`config.mk`:
```
export PLATFORM = sky130hd
export DESIGN_NAME = result_buffer
export DESIGN_NICKNAME = d
export VERILOG_FILES = /design/src/verilog/rv_exe_pkg.sv /design/src/verilog/result_buffer.sv
export SDC_FILE = /design/constraint.sdc
export NUM_CORES = 1
export LEC_CHECK = 0
export ABC_AREA = 1
export BUFFER_PORTS_ARGS = -buffer_cell sky130_fd_sc_hd__buf_2
export CAP_MARGIN = 20
export CORE_MARGIN = 2
export CORE_UTILIZATION = 60
export DETAILED_ROUTE_END_ITERATION = 8
export PLACE_DENSITY = 0.83
export SETUP_SLACK_MARGIN = 0.4
export SLEW_MARGIN = 10
export SYNTH_ARGS = -nofsm -noshare
export SYNTH_HDL_FRONTEND = slang
export SYNTH_SLANG_ARGS = --single-unit
```
`constraint.sdc`:
```
create_clock -name clk -period 6.95 [get_ports clk]
set_input_delay 1.7375 -clock clk [delete_from_list [all_inputs] [get_ports clk]]
set_output_delay 1.7375 -clock clk [all_outputs]
set_load 0.005 [all_outputs]
```
`src/verilog/rv_exe_pkg.sv`:
```
// widths, ALU operation codes, store and load kinds, and register result targets
package rv_exe_pkg;

  localparam int XLEN       = 32;       // data and address width
  localparam int REG_ADDR_W = 5;        // register file address width
  localparam int BE_W       = XLEN / 8; // one byte enable per byte lane

  // base-set ALU operations, the decoder maps funct3/funct7 onto these
  typedef enum logic [3:0] {
    ALU_ADD  = 4'd0,
    ALU_SUB  = 4'd1,
    ALU_SLL  = 4'd2,
    ALU_SLT  = 4'd3,
    ALU_SLTU = 4'd4,
    ALU_XOR  = 4'd5,
    ALU_SRL  = 4'd6,
    ALU_SRA  = 4'd7,
    ALU_OR   = 4'd8,
    ALU_AND  = 4'd9
  } alu_op_e;

  typedef enum logic [1:0] {
    ST_NONE = 2'd0, // not a store, no byte enables
    ST_SB   = 2'd1,
    ST_SH   = 2'd2,
    ST_SW   = 2'd3
  } store_op_e;

  // the u variants zero extend, the others sign extend
  typedef enum logic [2:0] {
    LD_NONE = 3'd0,
    LD_LB   = 3'd1,
    LD_LH   = 3'd2,
    LD_LW   = 3'd3,
    LD_LBU  = 3'd4,
    LD_LHU  = 3'd5
  } load_op_e;

  typedef enum logic [1:0] {
    TGT_ALU   = 2'd0, // ALU output
    TGT_STORE = 2'd1, // store data before the lane shift
    TGT_ZERO  = 2'd2,
    TGT_PC    = 2'd3  // pc+4 or branch target
  } target_e;

endpackage

```
`src/verilog/result_buffer.sv`:
```
// writeback record FIFO with downstream credit counter and upstream credit return
`timescale 1ns/100ps

module result_buffer #(
  parameter int BUF_DEPTH = 4 // entries, equal to the issuer's starting credits
) (
  input  logic                              clk,
  input  logic                              rst_n,
  input  logic                              wb_valid_i,
  input  logic [rv_exe_pkg::REG_ADDR_W-1:0] wb_rd_addr_i,
  input  logic [rv_exe_pkg::XLEN-1:0]       wb_rd_data_i,
  input  logic                              wb_rd_wr_i,
  input  logic                              res_credit_i,  // one pulse per result the consumer can take
  output logic                              res_valid_o,
  output logic [rv_exe_pkg::REG_ADDR_W-1:0] res_rd_addr_o,
  output logic [rv_exe_pkg::XLEN-1:0]       res_rd_data_o,
  output logic                              res_rd_wr_o,
  output logic                              op_credit_o    // one entry freed, back to the issuer
);
  import rv_exe_pkg::*;

  localparam int PTR_W = (BUF_DEPTH > 1) ? $clog2(BUF_DEPTH) : 1;
  localparam int CNT_W = $clog2(BUF_DEPTH + 1);
  localparam int CRD_W = 16;                    // the consumer may grant well ahead of results
  localparam int ENT_W = 1 + REG_ADDR_W + XLEN; // {rd_wr, rd_addr, rd_data}

  logic [ENT_W-1:0] entry_q [BUF_DEPTH];
  logic [PTR_W-1:0] wr_ptr_q;
  logic [PTR_W-1:0] rd_ptr_q;
  logic [CNT_W-1:0] count_q;  // occupied entries
  logic [CRD_W-1:0] crd_q;    // downstream credits not yet spent
  logic [ENT_W-1:0] wb_entry;
  logic [ENT_W-1:0] head;
  logic             send;

  function automatic logic [PTR_W-1:0] ptr_inc(input logic [PTR_W-1:0] p);
    ptr_inc = (p == PTR_W'(BUF_DEPTH - 1)) ? '0 : p + 1'b1; // wrap for any depth
  endfunction

  assign wb_entry = {wb_rd_wr_i, wb_rd_addr_i, wb_rd_data_i};
  // an empty buffer hands the arriving record straight to the output register
  assign head = (count_q == '0) ? wb_entry : entry_q[rd_ptr_q];
  assign send = ((count_q != '0) || wb_valid_i) && (crd_q != '0);

  always_ff @(posedge clk)
  begin
    if (wb_valid_i)
      entry_q[wr_ptr_q] <= wb_entry; // also written on bypass, then popped at once
    if (send)
      {res_rd_wr_o, res_rd_addr_o, res_rd_data_o} <= head;
  end

  always_ff @(posedge clk or negedge rst_n)
  begin
    if (!rst_n)
    begin
      wr_ptr_q    <= '0;
      rd_ptr_q    <= '0;
      count_q     <= '0;
      crd_q       <= '0;
      res_valid_o <= 1'b0;
      op_credit_o <= 1'b0;
    end
    else
    begin
      if (wb_valid_i)
        wr_ptr_q <= ptr_inc(wr_ptr_q);
      if (send)
        rd_ptr_q <= ptr_inc(rd_ptr_q);
      count_q     <= count_q + CNT_W'(wb_valid_i) - CNT_W'(send);
      crd_q       <= crd_q + CRD_W'(res_credit_i) - CRD_W'(send);
      res_valid_o <= send;
      op_credit_o <= send; // the freed slot goes back upstream with the record
    end
  end

endmodule

```
==> results.yml <==
run_status:
  status: "finished clean"
layout:
  syn_to_final_growth_pct: 12.5
  drive_above_1_share_pct: 14.6
  final_nets: 947
  nFillCells: 1037
logic_synthesis:
  async_reset_ff_share_pct: 11.2
  synth_top_area_share_pct: 62.1
  synth_edf_count: 190
  syn-num-nets: 873
  syn_area_um2: 9180
  yosysWarnings: 0
  yosysMostFrequentCell: "nor2_1"
  synth_cell_types: 30
  ys_ff_latch: 214
  ys_top_cells_by_area: "edfxtp_1, nor2_1, dfrtp_1"
  synth_area_leader_cell: "edfxtp_1"
  syn_avg_cell_area_um2: 11.5
  seq_area_frac_synth_pct: 68.7
  syn-instance-count: 799
  synth_ff_type: "edfxtp_1"
  synth_common_cells: "nor2_1, edfxtp_1, nand2_1"
worst_setup_path:
  r2r_slack_ps: 3560
  cp_top_family: "buffers and inverters"
  worst-path-buf-inv: 6
  worstPathCellList: "buf_2, or2_1, nand2_1, inv_2, buf_4, ha_1, inv_1, ha_1, inv_1, fa_1, inv_1, nand2_1, nand2_1, nand3_1, nand2_1, nand3_1, nand3_1, nand2_1"
  criticalPathCategory: "input pin to register"
  crit_required_ps: 7340
  end_kind: "register"
  crit_path_top_delay_cell: "buf_4"
  critPathMaxFanout: 41
  r2r_end: "crd_q[10]"
  cp_common_cell: "nand2_1"
  rr_worst_depth: 21
  worstReg2RegStart: "crd_q[6]"
  worstPathArrival_ps: 4390
  start_kind: "input pin"
  cpPeakStageDelay_ps: 500
global_routing:
  antenna_found_initial: 3
  grt_pass1_wl_mm: 28.0
  grt_overflow: 0
  grt_pass1_vias: 5753
  grt_usage_pct: 22.0
  grt_start_max_net_pins: 80
detailed_routing:
  firstDrtPassIters: 5
  detail_route.wl_per_cell_um: 16.7
  vias_per_cell: 5.51
  drt_iter0_drc: 447
  postRouteAntennaNets: 0
  vias: 5955
  drc: 0
  drt-total-wl_mm: 18.0
placement:
  post-dp-hpwl_mm: 9.86
  gp_congestion: 0.887
  port_buffers: 81
floorplanning:
  die_area_um2: 16300
  row_count: 45
  pin_count: 82
  start_util_pct: 60.8
  die_y_um: 128
  core-area_um2: 15100
  fp.dieW_um: 128
clocking:
  clk_path_buf_depth: 3
  clk_latency_ps: 500
  cts_resized: 0
  cts-buffers-inserted: 22
  path_clk_slew_ps: 60
  cts_tree: "built"
  ctsHoldBuffers: 0
  postCtsSetupBuffers: 0
  ctsRootBufferMaster: "clkbuf_16"
  cts_sinks: 214
  cts.htree.levels: 1
power:
  leakage_uw: 0.00417
  finalPower_uw: 4990
  power_density_nw_per_um2: 483
  ir_worst_vdd_uv: 357
sta:
  rsz0062_at_grt: "false"
  min_period_ps: 4000
  period_share_pct: 57.6
  relSlewSlack_pct: 33.9
  hold_viol: 0
  fin_skew_ps: 14.3
  tightestPinTransition_ps: 990
  setup_tns_ps: 0
  report.final.slew_viol_count: 0
  fmax_mhz: 250
  setup-violations-final: 0
min_path:
  holdPathStages: 1
  hp-start: "wr_ptr_q[0]"
  hp-class: "register to register"
  hold_path_end: "wr_ptr_q[0]"
job:
  drv_cap: 0
metal layers:
| layer | vias up | global-route usage (%) | part of all wire, % |
|---|---|---|---|
| li1 | 2878 | - | - |
| met5 | - | 0 | 0 |
| met3 | 47 | 3.76 | 7.2 |
| met4 | 0 | 8.53 | 2.8 |
| met1 | 2797 | 28.8 | 41 |
| met2 | 233 | 37.2 | 49 |
cell type report:
class                      count  area, um2  share of cell area (%)
tap                          188        235                    2.28
clock inverter                13        100                   0.969
inverter                      71        267                    2.58
clock buffer                  27        569                    5.51
multi-input combinational    479       2400                    23.3
timing repair buffer          85        435                    4.22
antenna                        3       7.51                  0.0727
sequential                   214       6310                    61.1
stage by stage:
stage	instance area, um2	setup WS (ps)	std cells	utilization (%)	hold slack, ps
finish	10300	2950	1080	68.4	536
global route	10300	2700	1079	68.4	572
CTS	10300	2930	1077	68.4	532
detailed placement	9650	2420	1037	63.9	525
global placement	9650	2510	1037	63.9	507
floorplan	9180	2280	799	-	486
power by group:
group          switching, uW  internal [uW]  total, uW
Combinational           1210            668       1870
Sequential               170           1860       2030
Clock                    462            621       1080
Total                   1840           3150       4990
state kept, by name, summed over array words and instances, names as in the netlist:
| register | flops |
|---|---|
| res_rd_addr_o | 5 |
| res_rd_wr_o | 1 |
| entry_q | 152 |
| wr_ptr_q | 2 |
| op_credit_o | 1 |
| count_q | 3 |
| crd_q | 16 |
| rd_ptr_q | 2 |
| res_rd_data_o | 32 |
cells by family (layout without fill, tap and decap cells):
| logic type | Yosys count | in the layout | synth area share (%) |
|---|---|---|---|
| xor gates and xnor gates | 9 | 9 | 0.859 |
| DFF | 214 | 214 | 68.7 |
| and+or+nand+nor | 310 | 310 | 13.2 |
| other | 0 | 3 | 0 |
| buffers and inverters | 106 | 196 | 5.14 |
| AOI/OAI and AO/OA | 128 | 128 | 7.58 |
| adders and majority gates | 32 | 32 | 4.52 |
cell usage in the layout, fill, tap and decap left out, types with 6 or more instances in the layout:
master     Yosys  layout
inv_1         66      61
edfxtp_1     190     190
o21ai_1       59      59
clkbuf_16      0      22
a31oi_1       38      38
dfrtp_1       24      22
ha_1          30      30
a21oi_1        8       8
buf_2         17      81
inv_2          5      10
nand3_1       10      10
nor2_1       205     205
xor2_1         6       6
nand2_1       82      82
o21ai_0       20      20
worst max-delay path by stage:
stage / from / endpoint / slack, ps / cells after the start
floorplan: wb_valid_i / crd_q[10] / 2280 / 17
detailed placement: wb_valid_i / crd_q[10] / 2420 / 18
CTS: wb_valid_i / crd_q[10] / 2930 / 18
global placement: wb_valid_i / crd_q[10] / 2510 / 18
global route: wb_valid_i / crd_q[10] / 2700 / 18
finish: wb_valid_i / crd_q[10] / 2950 / 18
worst reg2reg max path: stages (launching register included):
cell     delay, ps
dfrtp_1        400
inv_1           80
ha_1           150
nand2_1         50
nor3_1         240
nand4_1        160
nand2_1        170
inv_2           40
buf_4          310
ha_1           370
inv_1           50
ha_1           150
inv_1           50
fa_1           410
inv_1           70
nand2_1         40
nand2_1         90
nand3_1         80
nand2_1        120
nand3_1        100
nand3_1         80
nand2_1         50
No activity file was read; power rests on OpenSTA's default activity.
