===== src/verilog/rv_exe_pkg.sv =====
// widths, ALU operation codes, store and load kinds, and register result targets
package rv_exe_pkg;

  localparam int XLEN       = 32;       // data and address width
  localparam int REG_ADDR_W = 5;        // register file address width
  localparam int BE_W       = XLEN / 8; // one byte enable per byte lane

  // base-set ALU operations, the decoder maps funct3/funct7 onto these
  typedef enum logic [3:0] {
    ALU_ADD  = 4'd0,
    ALU_SUB  = 4'd1,
    ALU_SLL  = 4'd2,
    ALU_SLT  = 4'd3,
    ALU_SLTU = 4'd4,
    ALU_XOR  = 4'd5,
    ALU_SRL  = 4'd6,
    ALU_SRA  = 4'd7,
    ALU_OR   = 4'd8,
    ALU_AND  = 4'd9
  } alu_op_e;

  typedef enum logic [1:0] {
    ST_NONE = 2'd0, // not a store, no byte enables
    ST_SB   = 2'd1,
    ST_SH   = 2'd2,
    ST_SW   = 2'd3
  } store_op_e;

  // the u variants zero extend, the others sign extend
  typedef enum logic [2:0] {
    LD_NONE = 3'd0,
    LD_LB   = 3'd1,
    LD_LH   = 3'd2,
    LD_LW   = 3'd3,
    LD_LBU  = 3'd4,
    LD_LHU  = 3'd5
  } load_op_e;

  typedef enum logic [1:0] {
    TGT_ALU   = 2'd0, // ALU output
    TGT_STORE = 2'd1, // store data before the lane shift
    TGT_ZERO  = 2'd2,
    TGT_PC    = 2'd3  // pc+4 or branch target
  } target_e;

endpackage


===== src/verilog/alu.sv =====
// combinational RV32I base-set ALU
`timescale 1ns/100ps

module alu (
  input  rv_exe_pkg::alu_op_e        alu_op_i, // operation picked by the decoder
  input  logic [rv_exe_pkg::XLEN-1:0] s1_i,    // first operand, always rs1
  input  logic [rv_exe_pkg::XLEN-1:0] s2_i,    // second operand, rs2 or immediate
  output logic [rv_exe_pkg::XLEN-1:0] result_o,
  output logic                        zero_o   // result is all zeros
);
  import rv_exe_pkg::*;

  logic [4:0] shamt; // only the low five bits count for RV32 shifts
  logic       lt_s;  // signed less-than
  logic       lt_u;  // unsigned less-than

  assign shamt = s2_i[4:0];
  assign lt_s  = $signed(s1_i) < $signed(s2_i);
  assign lt_u  = s1_i < s2_i;

  always_comb
  begin
    case (alu_op_i)
      ALU_ADD:  result_o = s1_i + s2_i;
      ALU_SUB:  result_o = s1_i - s2_i;
      ALU_SLL:  result_o = s1_i << shamt;
      ALU_SLT:  result_o = {{(XLEN - 1){1'b0}}, lt_s}; // set-less-than gives 0 or 1
      ALU_SLTU: result_o = {{(XLEN - 1){1'b0}}, lt_u};
      ALU_XOR:  result_o = s1_i ^ s2_i;
      ALU_SRL:  result_o = s1_i >> shamt;
      ALU_SRA:  result_o = $unsigned($signed(s1_i) >>> shamt); // sign bit fills from the top
      ALU_OR:   result_o = s1_i | s2_i;
      ALU_AND:  result_o = s1_i & s2_i;
      default:  result_o = '0; // unused codes give a harmless zero
    endcase
  end

  // the branch unit in the decoder compares through sub and looks at this flag
  assign zero_o = (result_o == '0);

endmodule


===== src/verilog/exe_stage.sv =====
// execute stage with operand select, ALU, result and store-data forming, and EX/MEM register
`timescale 1ns/100ps

module exe_stage (
  input  logic                              clk,
  input  logic                              rst_n,
  input  logic                              op_valid_i,
  input  rv_exe_pkg::alu_op_e               alu_op_i,
  input  logic                              use_imm_i,  // operand 2 is the immediate
  input  logic                              use_pc4_i,  // pc target picks pc+4, not branch target
  input  logic [rv_exe_pkg::XLEN-1:0]       rs1_i,
  input  logic [rv_exe_pkg::XLEN-1:0]       rs2_i,
  input  logic [rv_exe_pkg::XLEN-1:0]       imm_i,
  input  logic [rv_exe_pkg::XLEN-1:0]       pc4_i,
  input  logic [rv_exe_pkg::XLEN-1:0]       brj_pc_i,
  input  rv_exe_pkg::target_e               target_i,
  input  logic [rv_exe_pkg::REG_ADDR_W-1:0] rd_addr_i,
  input  logic                              rd_wr_i,
  input  rv_exe_pkg::store_op_e             store_op_i,
  input  rv_exe_pkg::load_op_e              load_op_i,
  output logic                              ex_valid_o,
  output logic [rv_exe_pkg::REG_ADDR_W-1:0] ex_rd_addr_o,
  output logic [rv_exe_pkg::XLEN-1:0]       ex_rd_data_o,
  output logic                              ex_rd_wr_o,
  output logic [rv_exe_pkg::XLEN-1:0]       ex_addr_o,   // ALU sum doubles as data address
  output logic [rv_exe_pkg::XLEN-1:0]       ex_wdata_o,  // store data already in its lane
  output logic [rv_exe_pkg::BE_W-1:0]       ex_be_o,
  output rv_exe_pkg::load_op_e              ex_load_op_o
);
  import rv_exe_pkg::*;

  logic [XLEN-1:0] op2;        // second ALU operand
  logic [XLEN-1:0] alu_res;
  logic [XLEN-1:0] st_data;    // rs2 cut to the store width, still in lane 0
  logic [XLEN-1:0] st_lane;    // st_data moved to the byte lane of the address
  logic [BE_W-1:0] st_be;
  logic [XLEN-1:0] rd_data;    // register result before the pipeline register
  logic [1:0]      byte_off;   // byte offset inside the word

  assign op2      = use_imm_i ? imm_i : rs2_i;
  assign byte_off = alu_res[1:0];

  alu u_alu (
    .alu_op_i (alu_op_i),
    .s1_i     (rs1_i),
    .s2_i     (op2),
    .result_o (alu_res),
    .zero_o   ()          // branch decisions are not taken in this slice
  );

  // cut rs2 to the store width and pick the byte enables before the lane shift
  always_comb
  begin
    case (store_op_i)
      ST_SB:
      begin
        st_data = {{(XLEN - 8){1'b0}}, rs2_i[7:0]};
        st_be   = 4'b0001;
      end
      ST_SH:
      begin
        st_data = {{(XLEN - 16){1'b0}}, rs2_i[15:0]};
        st_be   = 4'b0011;
      end
      ST_SW:
      begin
        st_data = rs2_i;
        st_be   = 4'b1111;
      end
      default:
      begin
        st_data = '0; // no store, nothing gets written downstream
        st_be   = '0;
      end
    endcase
  end

  assign st_lane = st_data << {byte_off, 3'b000}; // accesses are aligned so nothing falls off

  always_comb
  begin
    case (target_i)
      TGT_ALU:   rd_data = alu_res;
      TGT_STORE: rd_data = st_data;
      TGT_ZERO:  rd_data = '0;
      default:   rd_data = use_pc4_i ? pc4_i : brj_pc_i; // link value or jump target
    endcase
  end

  // valid and control fields
  always_ff @(posedge clk or negedge rst_n)
  begin
    if (!rst_n)
    begin
      ex_valid_o   <= 1'b0;
      ex_rd_wr_o   <= 1'b0;
      ex_be_o      <= '0;
      ex_load_op_o <= LD_NONE;
    end
    else
    begin
      ex_valid_o   <= op_valid_i;
      ex_rd_wr_o   <= op_valid_i & rd_wr_i; // a bubble never writes the register file
      ex_be_o      <= op_valid_i ? (st_be << byte_off) : '0;
      ex_load_op_o <= load_op_i;
    end
  end

  // payload fields, only meaningful when ex_valid_o is set
  always_ff @(posedge clk)
  begin
    ex_rd_addr_o <= rd_addr_i;
    ex_rd_data_o <= rd_data;
    ex_addr_o    <= alu_res;
    ex_wdata_o   <= st_lane;
  end

endmodule


===== config.mk =====
export PLATFORM = sky130hd
export DESIGN_NAME = exe_stage
export DESIGN_NICKNAME = d
export VERILOG_FILES = /design/src/verilog/rv_exe_pkg.sv /design/src/verilog/alu.sv /design/src/verilog/exe_stage.sv
export SDC_FILE = /design/constraint.sdc
export NUM_CORES = 1
export LEC_CHECK = 0
export ABC_CLOCK_PERIOD_IN_PS = 850
export BUFFER_PORTS_ARGS = -buffer_cell sky130_fd_sc_hd__buf_4
export CORE_MARGIN = 8
export CORE_UTILIZATION = 30
export CTS_BUF_LIST = sky130_fd_sc_hd__clkbuf_2
export CTS_CLUSTER_SIZE = 40
export DETAILED_ROUTE_END_ITERATION = 8
export PLACE_DENSITY = 0.52
export SLEW_MARGIN = 20
export SYNTH_ARGS = -nofsm -noshare
export SYNTH_HDL_FRONTEND = slang
export SYNTH_SLANG_ARGS = --single-unit

===== constraint.sdc =====
create_clock -name clk -period 0.85 [get_ports clk]
set_input_delay 0.1275 -clock clk [delete_from_list [all_inputs] [get_ports clk]]
set_output_delay 0.1275 -clock clk [all_outputs]
set_load 0.02 [all_outputs]

==> results of run 1 <==
[metal layers]
metal	up-vias	track usage, %	wire, um
met4	4	18.4	5670
met2	964	59.6	44100
met1	9346	43.0	37000
met5	-	1.95	142
li1	8561	-	-
met3	223	7.51	7890
[power by group]
part           internal, mW  switching, mW
Clock                 0.544           2.25
Combinational          9.83           10.7
Sequential             5.92          0.322
[how the worst max path moves through the flow]
stage | startpoint | endpoint | slack, ns | cells after the start
final | use_imm_i | ex_rd_data_o[26] | -2.17 | 16
after global routing | use_imm_i | ex_rd_data_o[26] | -2.17 | 20
after CTS | use_imm_i | ex_rd_data_o[26] | -2.04 | 20
after detailed placement | use_imm_i | ex_rd_data_o[19] | -3.32 | 17
after global placement | use_imm_i | ex_rd_data_o[19] | -3.38 | 17
after floorplan | use_imm_i | ex_rd_data_o[25] | -2.76 | 16
[stage by stage]
step	utilization [%]	cell area, um^2	hold slack [ns]	TNS [ns]	power, mW
floorplan	-	13500	-0.168	-229.26	13.6
global placement	48.2	20700	-0.0455	-275.17	22.5
detailed placement	48.2	20700	-0.0432	-277.43	22.5
CTS	57.1	24500	-0.143	-227.45	28.3
global route	58.8	25200	-0.197	-245.56	30.7
finish	58.8	25200	-0.134	-235.99	29.6
[cells by family after synthesis]
family | Yosys count | share of synthesized area, %
flip-flops | 110 | 17.3
buffers and inverters | 242 | 7.42
AND/OR/NAND/NOR | 547 | 18.7
multiplexers | 192 | 15.2
adder cells (fa/ha/maj) | 100 | 9.74
XOR/XNOR | 27 | 1.82
AO/OA/AOI/OAI | 568 | 29.9
[layout make-up]
class,count,share of cell area (%)
Antenna cell,6,0.0596
Clock buffer,9,0.179
Clock inverter,7,0.328
Inverter,100,1.57
Multi-Input combinational cell,1434,45.9
Sequential cell,110,9.42
Tap cell,585,2.90
Timing Repair Buffer,1134,39.7
[timing repair]
item	CTS	global route
pin swaps	83	62
endpoints found under the hold margin	88	3
gates cloned	6	2
resized for setup	501	90
setup buffers	52	25
setup endpoints to repair	210	210
[placed cells by master (no fill, tap or decap), types with 11 or more instances in the layout]
| cell | n |
|---|---|
| mux2i_1 | 135 |
| a31oi_1 | 22 |
| ha_4 | 17 |
| dlygate4sd3_1 | 121 |
| nand3_1 | 40 |
| a221oi_1 | 14 |
| o211ai_1 | 32 |
| nor2_1 | 198 |
| mux2i_4 | 24 |
| a22oi_1 | 19 |
| mux2i_2 | 21 |
| a21o_1 | 35 |
| buf_12 | 35 |
| a211oi_1 | 18 |
| nand4_1 | 15 |
| a221o_1 | 18 |
| inv_1 | 91 |
| a21oi_1 | 97 |
| buf_4 | 824 |
| a21oi_2 | 17 |
| o21ai_1 | 35 |
| ha_1 | 73 |
| o21ai_2 | 18 |
| o22ai_1 | 11 |
| buf_6 | 142 |
| xnor2_1 | 13 |
| nand2_1 | 157 |
| o21ai_0 | 58 |
| nor2b_1 | 12 |
| dfxtp_2 | 99 |
| nor3_1 | 31 |
[worst min-delay path, delay by kind of cell]
family / cells / cell delay (ns)
and+or+nand+nor: 1 / 0.22
buffers and inverters: 1 / 0.11
AOI/OAI and AO/OA: 1 / 0.09
[state kept, by name (all words and copies together), names as in the netlist]
signal,count
ex_valid_o,1
ex_addr_o,32
ex_wdata_o,32
ex_be_o,4
ex_rd_wr_o,1
ex_rd_addr_o,5
ex_load_op_o,3
ex_rd_data_o,32
==> metrics, run 1 <==
worst setup margin=-2.17 ns; DIE AREA=50200 um^2; pre-CTS setup slack=-3.32 ns; CP Launch Type=input port; Area Overhead vs Synth=93.9%; top post-synthesis cells by area=dfxtp_1 (16%), mux2i_1 (14%), ha_1 (9.4%); pwr/cell area=1170 nW/um^2; post-synthesis net count=2068; worst hold-check path type=input port to flip-flop; GRT Overall Usage=35.8%; Hold WS=-0.134 ns; top post-synthesis cells by count=nor2_1 (208), mux2i_1 (179), nand2_1 (167), a21oi_1 (122), o21ai_0 (104); Crit. End Element=flip-flop; area of the multi-input gates=11600 um^2; Syn Area/Cell=7.28 um^2; Mapped Area=13000 um^2; slowest CP cell=or3_4; first-pass GRT wire length=133000 um; Slew @ Worst Pin=0.772 ns; CP peak stage delay=0.44 ns; fillers=3912; total clock sinks=110; DRC violations left=0; CORE AREA=42900 um^2; Yosys top cell area share=15.6%; final setup fails=210; Peak VDD IR=0.645 mV; required time of the worst setup path=1.45 ns; Worst slew margin=48.0%; CTS tree=built; post-route ant nets=0; total gr overflow=0; DR vias/cell=5.64; crit path max fanout=7; FMAX=332 MHz; initial core utilization=30.3%; RSZ-0062 raised after global routing=yes; Cells after DPL=3168; Seq cells post-synth=110; Buf/Inv on CP=4; Hold Buf Count CTS=121; sequential area share after synthesis=17.3%; CP delay by family, top=simple AND/OR/NAND/NOR gates; Final Cycle Share=355%; Port Buffer Count=291; Gate Count Post-Synth=1786; First DRT Iteration DRCs=1793; Synth Flop Type=dfxtp_1; status=finished, violations left; Core Rows=76; WP data arrival=3.61 ns; CP Cell Sequence=buf_12 > buf_12 > buf_12 > mux2i_2 > ha_1 > or3_4 > or3_1 > nor2_1 > o211ai_1 > nand3_1 > buf_6 > o31a_1 > o31ai_2 > xnor2_1 > o21ai_1 > a221o_1; Hold Path Stages=3; placer congestion estimate=1.03; share of layout cells above drive strength 1=50.5%; antenna violations before repair=6; cell taking the most area after synthesis=dfxtp_1; FF+latch area=2370 um^2; WL final=94800 um; Hold Crit Start=target_i[1]; top-count cell post-synth=nor2_1; synth unique cells=79; fin cells=3385; CTS root buf=clkbuf_2; WL per Instance=28.0 um; Vias=19098; drt pass-1 iters=6; Setup CP Type=input port to flip-flop; vias in the first global route=19212; violated checks=negative hold slack, negative setup slack; placed wire-length estimate=74800 um; Post-synth EDFFs=0; Worst-path clk slew=0.30 ns; P_leak=11.8 nW; Max Cap Violations=0; Worst Hold Path EP=ex_rd_data_o[24]; largest net degree at the start of global routing=60; most used cell, CP=buf_12; fin. max-slew vios=0; YS warnings=0; CTS Buffer Depth=2; Die X=224 um; Final min period=3.02 ns; # H-tree levels=3; Post-synth ARST share=8.18%; Final Hold Viols=4; Ports=292; die height=224 um; CTS buffer count=9; Final nets=3071
No activity file was read; power rests on OpenSTA's default activity.
==> run 2, diff against run 1 <==
==> constraint.sdc (replaced) <==
create_clock -name clk -period 0.85 [get_ports clk]
set_input_delay 0.0425 -clock clk [delete_from_list [all_inputs] [get_ports clk]]
set_output_delay 0.0425 -clock clk [all_outputs]
set_load 0.02 [all_outputs]
==> run 2 against run 1 <==
  * The run still ends with negative hold slack, negative setup slack left
  * Utilization increased by 4.0 points
  * Largest cell class unchanged
  * Clock power about the same
  * Worst setup slack better by 0.23 ns
  * Worst hold slack gained 0.050 ns
==> metrics, run 2 (synthesized netlist as in run 1, its figures left out) <==
Peak VDD IR=0.700 mV (was 0.645 mV); CORE AREA=42900 um^2 (unchanged); Die X=224 um (unchanged); post-route ant nets=0 (unchanged); Switch Pwr=14.1 mW (was 13.3 mW); pwr/cell area=1170 nW/um^2 (about the same); commonest non-fill, non-tap cells in the layout=buf_4 (821), buf_6 (184), nor2_1 (173), nand2_1 (156), dlygate4sd3_1 (127) (was buf_4 (824), nor2_1 (198), nand2_1 (157), buf_6 (142), mux2i_1 (135)); Total Power=31.6 mW (was 29.6 mW); CTS root buf=clkbuf_2 (unchanged); fillers=3614 (was 3912); CTS tree=built (unchanged); # H-tree levels=3 (unchanged); largest net degree at the start of global routing=60 (unchanged); first-pass GRT wire length=135000 um (was 133000 um); internal power component=17.5 mW (was 16.3 mW); RSZ-0062 raised after global routing=yes (unchanged); placer congestion estimate=1.05 (was 1.03); Final Cycle Share=328% (was 355%); placed instance area=20700 um^2 (about the same); Worst-path clk slew=0.38 ns (was 0.30 ns); Crit. End Element=flip-flop (unchanged); DR vias/cell=5.71 (was 5.64); Max Cap Violations=0 (unchanged); DIE AREA=50200 um^2 (unchanged); placed wire-length estimate=72600 um (was 74800 um); Final Hold Viols=14 (was 4); fin cells=3449 (was 3385); final setup fails=210 (unchanged); die height=224 um (unchanged); Worst slew margin=47.4% (was 48.0%); antenna violations before repair=5 (was 6); combinational share of power=71.5% (was 69.5%); pre-CTS setup slack=-3.17 ns (was -3.32 ns); worst setup margin=-1.94 ns (was -2.17 ns); WP data arrival=3.52 ns (was 3.61 ns); power share of the clock group=8.8% (was 9.4%); DRC violations left=0 (unchanged); WL per Instance=28.0 um (about the same); Worst Setup SP=use_imm_i (unchanged); Slew @ Worst Pin=0.785 ns (was 0.772 ns); area of the multi-input gates=12400 um^2 (was 11600 um^2); Cells after DPL=3162 (was 3168); crit path max fanout=8 (was 7); CTS buffer count=9 (unchanged); P_leak=12.3 nW (was 11.8 nW); Final nets=3136 (was 3071); most common cell after layout, fill and taps aside=buf_4 (unchanged); First DRT Iteration DRCs=1914 (was 1793); setup TNS=-216.07 ns (was -235.99 ns); FF+latch area=2370 um^2 (about the same); total gr overflow=0 (unchanged); Ports=292 (unchanged); Hold WS=-0.0834 ns (was -0.134 ns); Port Buffer Count=291 (unchanged); initial core utilization=30.3% (unchanged); vias in the first global route=19391 (was 19212); Setup CP Type=input port to flip-flop (unchanged); Area Overhead vs Synth=107% (was 93.9%); CP endpoint=ex_wdata_o[15] (was ex_rd_data_o[26]); WL final=96500 um (was 94800 um); Final min period=2.79 ns (was 3.02 ns); total clock sinks=110 (unchanged); FMAX=359 MHz (was 332 MHz); final instance area=26900 um^2 (was 25200 um^2); Largest regs=ex_addr_o: 32 flops, ex_rd_data_o: 32 flops, ex_wdata_o: 32 flops (unchanged); Post-Route Utilization=62.8% (was 58.8%); fin. max-slew vios=0 (unchanged); violated checks=negative hold slack, negative setup slack (unchanged); CTS Buffer Depth=2 (unchanged); drt pass-1 iters=5 (was 6); CP Launch Type=input port (unchanged); sequential power share=19.7% (was 21.1%); status=finished, violations left (unchanged); Switching Share=44.7% (was 44.9%); required time of the worst setup path=1.58 ns (was 1.45 ns); GRT Overall Usage=36.1% (was 35.8%); share of layout cells above drive strength 1=55.4% (was 50.5%); Core Rows=76 (unchanged); Vias=19689 (was 19098); worst hold-check path type=input port to flip-flop (unchanged)
-- run 2: changes by cell type in the layout (fill, tap and decap cells not counted), moves of 10 or more --
cell / delta
nor3_1: -10
nor2_1: -25
a21oi_2: +19
mux2i_1: -21
nor2_4: +13
buf_8: +13
a21oi_1: -26
buf_6: +42
nor2_2: +12
mux2i_4: +12
-- run 2: worst max-delay path, cell delays in order --
cell and delay [ns]:
buf_16 0.13, mux2i_2 0.36, ha_1 0.26, inv_1 0.10, a2111oi_2 0.39, buf_4 0.19, a211oi_2 0.06, buf_4 0.20
o211ai_1 0.30, nand3_2 0.17, buf_12 0.16, a31oi_4 0.19, a21oi_2 0.10, buf_12 0.16, buf_8 0.12, buf_6 0.13
buf_6 0.12, nor2_1 0.11, a31oi_1 0.06, nor2_1 0.14
-- run 2: timing repair --
| action | in CTS | in global routing |
|---|---|---|
| gates cloned | 9 | 0 |
| gates resized for setup | 613 | 219 |
| setup endpoints to repair | 210 | 210 |
| hold buffers | 125 | 2 |
| setup buffers | 114 | 53 |
| endpoints found under the hold margin | 90 | 22 |
| pin swaps | 182 | 92 |
-- run 2: layer usage --
metal	GRT usage [%]	up-vias	routed length [um]
met3	6.83	302	8830
met2	58.0	1127	43700
met5	0	-	0
met1	44.2	9571	36800
li1	-	8689	-
met4	22.6	0	7180
-- run 2: how the worst min path moves through the flow --
stage,from,end,cells past startpoint
finish,use_pc4_i,ex_rd_data_o[27],4
global route,store_op_i[1],ex_wdata_o[17],5
CTS,use_pc4_i,ex_rd_data_o[27],4
detailed placement,rst_n,ex_load_op_o[1],1
global placement,rst_n,ex_load_op_o[0],1
floorplan,rst_n,ex_be_o[0],0
-- run 2: layout make-up --
class | count | share of cell area (%)
Antenna cell | 5 | 0.0465
Clock buffer | 9 | 0.167
Clock inverter | 7 | 0.302
Inverter | 100 | 1.56
Multi-Input combinational cell | 1434 | 46.1
Sequential cell | 110 | 8.81
Tap cell | 585 | 2.72
Timing Repair Buffer | 1199 | 40.3
-- run 2: power by group through the flow --
stage / sequential, mW / combinational, mW / clock (mW)
final: 6.23 / 22.6 / 2.78
after global routing: 6.29 / 23.5 / 3.03
after CTS: 6.21 / 20.5 / 2.78
after detailed placement: 6.08 / 16.4 / 0
after global placement: 6.07 / 16.4 / 0
after floorplan: 6.85 / 6.75 / 0
